==> src/board_pkg.sv <==
`default_nettype none

package board_pkg;

  // ====================
  // push keys
  // ====================

  localparam int key_count = 2;  // key[1:0] on the board

  // one bit per key, 1 = released (keys pull low when pressed)
  typedef logic [key_count-1:0] key_vec_t;

  // 1 ms at 50 MHz
  localparam int debounce_default_cycles = 50000;
  localparam int debounce_count_width    = 16;  // holds debounce_default_cycles

  typedef logic [debounce_count_width-1:0] debounce_count_t;

  // ====================
  // heartbeat
  // ====================

  // 0.5 s half period at 50 MHz, so a 1 Hz blink
  localparam int blink_default_half_period = 25000000;
  localparam int blink_count_width         = 26;  // 2**26 > 25e6

  typedef logic [blink_count_width-1:0] blink_count_t;

  // ====================
  // hps reset requests
  // ====================

  // pulse lengths in fpga_clk_50 cycles
  localparam int cold_pulse_cycles  = 6;
  localparam int warm_pulse_cycles  = 2;
  localparam int debug_pulse_cycles = 32;

  // longest pulse is 32, down-counter starts at 31
  localparam int pulse_count_width = 6;

  typedef logic [pulse_count_width-1:0] pulse_count_t;

  // one bit per request type
  // cold sits in bit 0, warm in bit 1, debug in bit 2
  // input side: 1 = requested
  // output side (reset_req_n): 0 = request active toward the hps
  typedef struct packed {
    logic debug;  // bit 2
    logic warm;   // bit 1
    logic cold;   // bit 0
  } reset_req_t;

endpackage

`default_nettype wire

==> src/key_debounce.sv <==
`default_nettype none

// two-flop sync then a per-key stability counter
// output bit moves only after the synced key has disagreed with it
// for debounce_cycles edges in a row
module key_debounce #(
  parameter int debounce_cycles = board_pkg::debounce_default_cycles
) (
  input  logic                fpga_clk_50,
  input  logic                hps_fpga_reset_n,
  input  board_pkg::key_vec_t key,      // raw pins, async
  output board_pkg::key_vec_t buttons   // clean, active low
);

  // terminal count, compared against each per-key counter
  localparam board_pkg::debounce_count_t count_limit =
    board_pkg::debounce_count_t'(debounce_cycles);

  // ====================
  // synchronizer
  // ====================

  board_pkg::key_vec_t sync_meta;  // first stage, may go metastable
  board_pkg::key_vec_t sync_q;     // safe to use from here on

  always_ff @(posedge fpga_clk_50 or negedge hps_fpga_reset_n)
  begin
    if (!hps_fpga_reset_n)
    begin
      sync_meta <= '1;  // released
      sync_q    <= '1;
    end
    else
    begin
      sync_meta <= key;
      sync_q    <= sync_meta;
    end
  end

  // ====================
  // per-key counters
  // ====================

  board_pkg::debounce_count_t cnt [board_pkg::key_count];

  always_ff @(posedge fpga_clk_50 or negedge hps_fpga_reset_n)
  begin
    if (!hps_fpga_reset_n)
    begin
      cnt     <= '{default: '0};
      buttons <= '1;  // all keys released out of reset
    end
    else
    begin
      for (int k = 0; k < board_pkg::key_count; k++)
      begin
        if (sync_q[k] == buttons[k])
        begin
          cnt[k] <= '0;  // agree, nothing pending
        end
        else if (cnt[k] == count_limit)
        begin
          // held long enough, accept the new level
          buttons[k] <= sync_q[k];
          cnt[k]     <= '0;
        end
        else
        begin
          cnt[k] <= cnt[k] + 1'b1;  // still disagreeing
        end
      end
    end
  end

  // a bounce that flips back before the limit just clears the count,
  // so short glitches never reach buttons

endmodule

`default_nettype wire

==> src/reset_pulse_stretcher.sv <==
`default_nettype none

// one reset-request channel
// rising edge of request -> reset_n low for pulse_cycles cycles
// no retrigger while a pulse runs, falling edge ignored
module reset_pulse_stretcher #(
  parameter int pulse_cycles = board_pkg::cold_pulse_cycles
) (
  input  logic fpga_clk_50,
  input  logic hps_fpga_reset_n,
  input  logic request,   // async level, 1 = requested
  output logic reset_n    // active low pulse to the hps
);

  typedef enum logic {
    st_idle,
    st_pulse
  } state_t;

  // reload value, counter runs down to zero
  localparam board_pkg::pulse_count_t pulse_last =
    board_pkg::pulse_count_t'(pulse_cycles - 1);

  logic [1:0]              sync;    // [0] meta, [1] synced
  logic                    req_q;   // previous synced level
  logic                    rise_q;  // registered rising edge
  state_t                  state;
  board_pkg::pulse_count_t count;

  // ====================
  // sync and edge detect
  // ====================

  always_ff @(posedge fpga_clk_50 or negedge hps_fpga_reset_n)
  begin
    if (!hps_fpga_reset_n)
    begin
      sync   <= '0;
      req_q  <= 1'b0;
      rise_q <= 1'b0;
    end
    else
    begin
      sync   <= {sync[0], request};
      req_q  <= sync[1];
      rise_q <= sync[1] & ~req_q;  // one cycle per 0->1
    end
  end

  // ====================
  // pulse fsm
  // ====================

  always_ff @(posedge fpga_clk_50 or negedge hps_fpga_reset_n)
  begin
    if (!hps_fpga_reset_n)
    begin
      state <= st_idle;
      count <= '0;
    end
    else
    begin
      case (state)
        st_idle:
        begin
          if (rise_q)
          begin
            state <= st_pulse;
            count <= pulse_last;
          end
        end
        st_pulse:
        begin
          if (count == '0)
            state <= st_idle;     // pulse done
          else
            count <= count - 1'b1;
          // rise_q ignored here, no retrigger
        end
        default: state <= st_idle;
      endcase
    end
  end

  assign reset_n = (state == st_idle);  // straight off the state flop

endmodule

`default_nettype wire

==> src/hps_reset_request.sv <==
`default_nettype none

// cold, warm and debug reset requests toward the hps
// each channel gets its own fixed pulse length
module hps_reset_request (
  input  logic                  fpga_clk_50,
  input  logic                  hps_fpga_reset_n,
  input  board_pkg::reset_req_t reset_req,    // 1 = requested
  output board_pkg::reset_req_t reset_req_n   // 0 = reset requested
);

  logic cold_n;
  logic warm_n;
  logic debug_n;

  reset_pulse_stretcher #(
    .pulse_cycles (board_pkg::cold_pulse_cycles)
  ) cold_stretch (
    .fpga_clk_50      (fpga_clk_50),
    .hps_fpga_reset_n (hps_fpga_reset_n),
    .request          (reset_req.cold),
    .reset_n          (cold_n)
  );

  reset_pulse_stretcher #(
    .pulse_cycles (board_pkg::warm_pulse_cycles)
  ) warm_stretch (
    .fpga_clk_50      (fpga_clk_50),
    .hps_fpga_reset_n (hps_fpga_reset_n),
    .request          (reset_req.warm),
    .reset_n          (warm_n)
  );

  reset_pulse_stretcher #(
    .pulse_cycles (board_pkg::debug_pulse_cycles)
  ) debug_stretch (
    .fpga_clk_50      (fpga_clk_50),
    .hps_fpga_reset_n (hps_fpga_reset_n),
    .request          (reset_req.debug),
    .reset_n          (debug_n)
  );

  // repack, same field layout as the input group
  assign reset_req_n = '{
    debug: debug_n,
    warm:  warm_n,
    cold:  cold_n
  };

endmodule

`default_nettype wire

==> src/heartbeat_blinker.sv <==
`default_nettype none

// free-running heartbeat, led flips every half_period cycles
module heartbeat_blinker #(
  parameter int half_period = board_pkg::blink_default_half_period
) (
  input  logic fpga_clk_50,
  input  logic hps_fpga_reset_n,
  output logic heartbeat_led
);

  // last count before the wrap
  localparam board_pkg::blink_count_t count_last =
    board_pkg::blink_count_t'(half_period - 1);

  board_pkg::blink_count_t count;

  always_ff @(posedge fpga_clk_50 or negedge hps_fpga_reset_n)
  begin
    if (!hps_fpga_reset_n)
    begin
      count         <= '0;
      heartbeat_led <= 1'b0;  // led off out of reset
    end
    else if (count == count_last)
    begin
      count         <= '0;              // wrap
      heartbeat_led <= ~heartbeat_led;  // toggle once per wrap
    end
    else
    begin
      count <= count + 1'b1;
    end
  end

  // first toggle lands half_period edges after reset release

endmodule

`default_nettype wire

==> src/garfield_fpga_top.sv <==
`default_nettype none

// fpga-side glue of the board
// key debounce, hps reset requests and the heartbeat led
module garfield_fpga_top #(
  parameter int debounce_cycles = board_pkg::debounce_default_cycles,
  parameter int half_period     = board_pkg::blink_default_half_period
) (
  input  logic                  fpga_clk_50,
  input  logic                  hps_fpga_reset_n,  // from the hps, async
  input  board_pkg::key_vec_t   key,               // push keys, active low
  input  board_pkg::reset_req_t reset_req,         // from the debug host
  output board_pkg::key_vec_t   buttons,           // debounced keys
  output board_pkg::reset_req_t reset_req_n,       // to the hps, active low
  output logic                  heartbeat_led
);

  // ====================
  // keys
  // ====================

  key_debounce #(
    .debounce_cycles (debounce_cycles)
  ) key_debounce_i (
    .fpga_clk_50      (fpga_clk_50),
    .hps_fpga_reset_n (hps_fpga_reset_n),
    .key              (key),
    .buttons          (buttons)
  );

  // ====================
  // hps reset requests
  // ====================

  hps_reset_request hps_reset_request_i (
    .fpga_clk_50      (fpga_clk_50),
    .hps_fpga_reset_n (hps_fpga_reset_n),
    .reset_req        (reset_req),
    .reset_req_n      (reset_req_n)
  );

  // ====================
  // heartbeat
  // ====================

  heartbeat_blinker #(
    .half_period (half_period)
  ) heartbeat_blinker_i (
    .fpga_clk_50      (fpga_clk_50),
    .hps_fpga_reset_n (hps_fpga_reset_n),
    .heartbeat_led    (heartbeat_led)
  );

endmodule

`default_nettype wire

==> config.mk <==
export PLATFORM = sky130hd
export DESIGN_NAME = garfield_fpga_top
export DESIGN_NICKNAME = d
export VERILOG_FILES = /design/src/board_pkg.sv /design/src/key_debounce.sv /design/src/reset_pulse_stretcher.sv /design/src/hps_reset_request.sv /design/src/heartbeat_blinker.sv /design/src/garfield_fpga_top.sv
export SDC_FILE = /design/constraint.sdc
export NUM_CORES = 1
export LEC_CHECK = 0
export BUFFER_PORTS_ARGS = -buffer_cell sky130_fd_sc_hd__buf_2
export CAP_MARGIN = 40
export CORE_MARGIN = 4
export CORE_UTILIZATION = 40
export CTS_BUF_LIST = sky130_fd_sc_hd__clkbuf_8
export CTS_CLUSTER_SIZE = 20
export DETAILED_ROUTE_END_ITERATION = 6
export MAX_ROUTING_LAYER = met4
export SKIP_LAST_GASP = 1
export SLEW_MARGIN = 20
export SYNTH_ARGS = -nofsm -noshare
export SYNTH_HDL_FRONTEND = slang
export SYNTH_HIERARCHICAL = 1
export SYNTH_SLANG_ARGS = --single-unit
==> constraint.sdc <==
create_clock -name fpga_clk_50 -period 2.09 [get_ports fpga_clk_50]
set_input_delay 0.418 -clock fpga_clk_50 [delete_from_list [all_inputs] [get_ports fpga_clk_50]]
set_output_delay 0.418 -clock fpga_clk_50 [all_outputs]
set_load 0.05 [all_outputs]
==> metrics <==
clock skew=0.0118 ns; #FFs+latches synth=98; relative slew slack=0.589; CTS tree=done; HPWL after detailed placement=5.48 mm; Pint=3.20 mW; Routed WL=8.21 mm; Clock Latency Late Sink=0.36 ns; # clock sinks=98; CTS resizes=0; post-route setup TNS=0 ns; Avg WL per Cell=13.3 um; Die H=117 um; Die Wd=117 um; worst min-delay path class=input port to asynchronous set/reset pin; Lkg Pwr=2.19 nW; dpl cells=601; number of synthesized flops with an enable pin=0; Most used DFF post-synth=dfrtp_1; Setup CP Type=flip-flop to flip-flop; # rows=39; Slew Viols, Final=0; Total GRT Usage=0.135; layout cells sized above 1=0.131; Synth Net Count=472; Max Root-Sink Buffers=2; pin count of the biggest net entering global routing=99; initial antenna violation count=0; Critical Path AT=2.14 ns; Hold Fails Final Rpt=0; FMAX=543 MHz; remaining antenna violation count=0; status=finished clean; synthesized area=4760 um2; sequential fraction of the synthesis area=0.517; Final Critical Period=1.84 ns; DR pass1 iterations=4; clk root buf=clkbuf_8; sequential share of power=0.507; Area Growth Syn to Fin=8.46%; first-pass GRT wire length=14.4 mm; Syn Area/Cell=10.5 um2; Worst-path clk slew=0.09 ns; Gate power share=0.247; Max Cap Viol=0; hold-fix buffers at CTS=0; GPL Wtd Cong=0.815; H-tree lvl count=3; Synth warnings=6; grt total ovfl=0; switching part of the total=0.329; via count=3293; CP Data Required Time=2.38 ns; Peak supply drop=0.443 mV; full die area=13700 um2; synth unique cells=60; final non-filler cell total=617; Remaining DRCs=0; CP Max Fanout=12; Via density=5.34; postcts setup bufs=0; net switching power=1.57 mW; Async S/R FF share, synth=1.00; count of input and output buffers=12; startpoint types=flip-flop; IO Count=13; CP Capture Type=flip-flop; vias in the first global route=3228; clock power share=0.247; endpoints failing setup=0; nets@finish=487; PwrDens=925 nW/um2; total CTS buffers=9; RSZ-0062 raised after global routing=false; core area=11500 um2; hold_ws=0.0882 ns; cells after synthesis=454; final period utilization=0.882; Slew @ Worst Pin=0.611 ns; Iteration-0 DRC Markers=231; Initial Util=0.413; diode count=0
cell families after synthesis:
group | synth area share
and+or+nand+nor | 0.265
muxes | 0.00683
xor gates and xnor gates | 0.0865
adders and majority gates | 0.0289
DFF | 0.517
AOI/OAI and AO/OA | 0.0631
buffers and inverters | 0.0329
through the flow:
stage | total power, mW | worst slack (ns) | utilization | cell area, um2
floorplan | 3.38 | 0.158 | - | 4760
global placement | 3.59 | 0.278 | 0.432 | 4970
detailed placement | 3.64 | 0.224 | 0.432 | 4970
CTS | 4.85 | 0.233 | 0.448 | 5160
global route | 5.11 | 0.144 | 0.448 | 5160
finish | 4.78 | 0.248 | 0.448 | 5160
per-layer routing:
layer / share of wire / global-route usage
met4: 0.018 / 0.0596
met5: 0 / -
met3: 0.025 / 0.0278
met1: 0.48 / 0.169
met2: 0.48 / 0.212
worst max-delay path, stage by stage, from the launching register on:
cell and delay, ns:
dfrtp_1 0.46, nand4_4 0.18, or3_4 0.47, or4_1 0.51, a21oi_1 0.16
registers in the layout (all words and copies together) (netlist names), 2 cells and up:
signal	flops
heartbeat_blinker_i/count	26
hps_reset_request_i/cold_stretch/count	6
hps_reset_request_i/cold_stretch/sync	2
hps_reset_request_i/debug_stretch/count	6
hps_reset_request_i/debug_stretch/sync	2
hps_reset_request_i/warm_stretch/count	6
hps_reset_request_i/warm_stretch/sync	2
key_debounce_i/buttons	2
key_debounce_i/cnt	32
key_debounce_i/sync_meta	2
key_debounce_i/sync_q	2
cell usage after synthesis (all sizes together) (3+ instances only):
library cell / n / share of area
dfrtp: 92 / 0.48
nor2: 48 / 0.038
nand2: 33 / 0.026
nand3: 25 / 0.027
xnor2: 25 / 0.046
inv: 22 / 0.017
xor2: 22 / 0.040
nand4: 20 / 0.029
nor3: 15 / 0.017
nor4: 13 / 0.018
ha: 11 / 0.029
or3: 11 / 0.017
a21oi: 10 / 0.011
buf: 10 / 0.014
o21ai: 9 / 0.0095
o31ai: 8 / 0.013
and3: 7 / 0.0097
and4: 7 / 0.013
nor2b: 7 / 0.0092
dfstp: 6 / 0.033
nor3b: 6 / 0.0095
o311ai: 5 / 0.0092
or4b: 5 / 0.012
or4: 4 / 0.0071
and2: 3 / 0.0039
nand4b: 3 / 0.0068
nor4b: 3 / 0.0055
nor4bb: 3 / 0.0063
worst paths after layout:
check	cells past startpoint	endpoint	slack [ns]	start
max	4	heartbeat_blinker_i/count[21]	0.25	heartbeat_blinker_i/count[3]
min	2	hps_reset_request_i/warm_stretch/count[4]	0.09	hps_fpga_reset_n
max reg2reg	4	heartbeat_blinker_i/count[21]	0.25	heartbeat_blinker_i/count[3]
min reg2reg	0	key_debounce_i/sync_q[1]	0.35	key_debounce_i/sync_meta[1]
max in group asynchronous	2	key_debounce_i/sync_meta[0]	1.58	hps_fpga_reset_n
min in group fpga_clk_50	1	hps_reset_request_i/debug_stretch/sync[0]	0.16	reset_req[2]
cells in the final DEF (no fill, tap or decap), types with 3 or more instances in the layout:
cell type	synthesis	routed
o21ai_0	9	9
inv_1	22	23
nor2b_1	7	7
o31ai_1	8	8
buf_2	5	11
nand4_1	19	19
buf_4	4	4
nand3_1	24	24
nor4bb_1	3	3
or4b_1	3	3
dfstp_2	6	6
or3_2	4	4
a21oi_1	9	9
ha_1	11	11
nand2_1	33	33
nor2_1	48	48
or4_1	3	3
nor4_1	12	12
nor3_1	14	14
and4_1	6	6
or3_1	6	6
xor2_1	22	22
xnor2_1	25	25
clkbuf_8	0	13
nor3b_1	6	6
and2_1	3	3
o311ai_0	3	3
nor4b_1	3	3
and3_1	5	5
dfrtp_1	92	92
area by class of cell:
cell class	count	area, um2
multi-input cells	322	2140
well taps	143	179
clock inverters	3	13.8
fillers	1095	6350
inverters	22	82.6
flip-flops and latches	98	2460
clock buffers	13	179
repair buffers	16	105
power groups by stage:
| stage | logic [mW] | registers, mW | clock network [mW] |
|---|---|---|---|
| 2_1_floorplan | 1.05 | 2.33 | 0 |
| 3_3_place_gp | 1.15 | 2.44 | 0 |
| 3_5_place_dp | 1.19 | 2.45 | 0 |
| 4_1_cts | 1.19 | 2.42 | 1.24 |
| 5_1_grt | 1.34 | 2.46 | 1.31 |
| 6_report | 1.18 | 2.42 | 1.18 |
No activity file was read; power rests on OpenSTA's default activity.
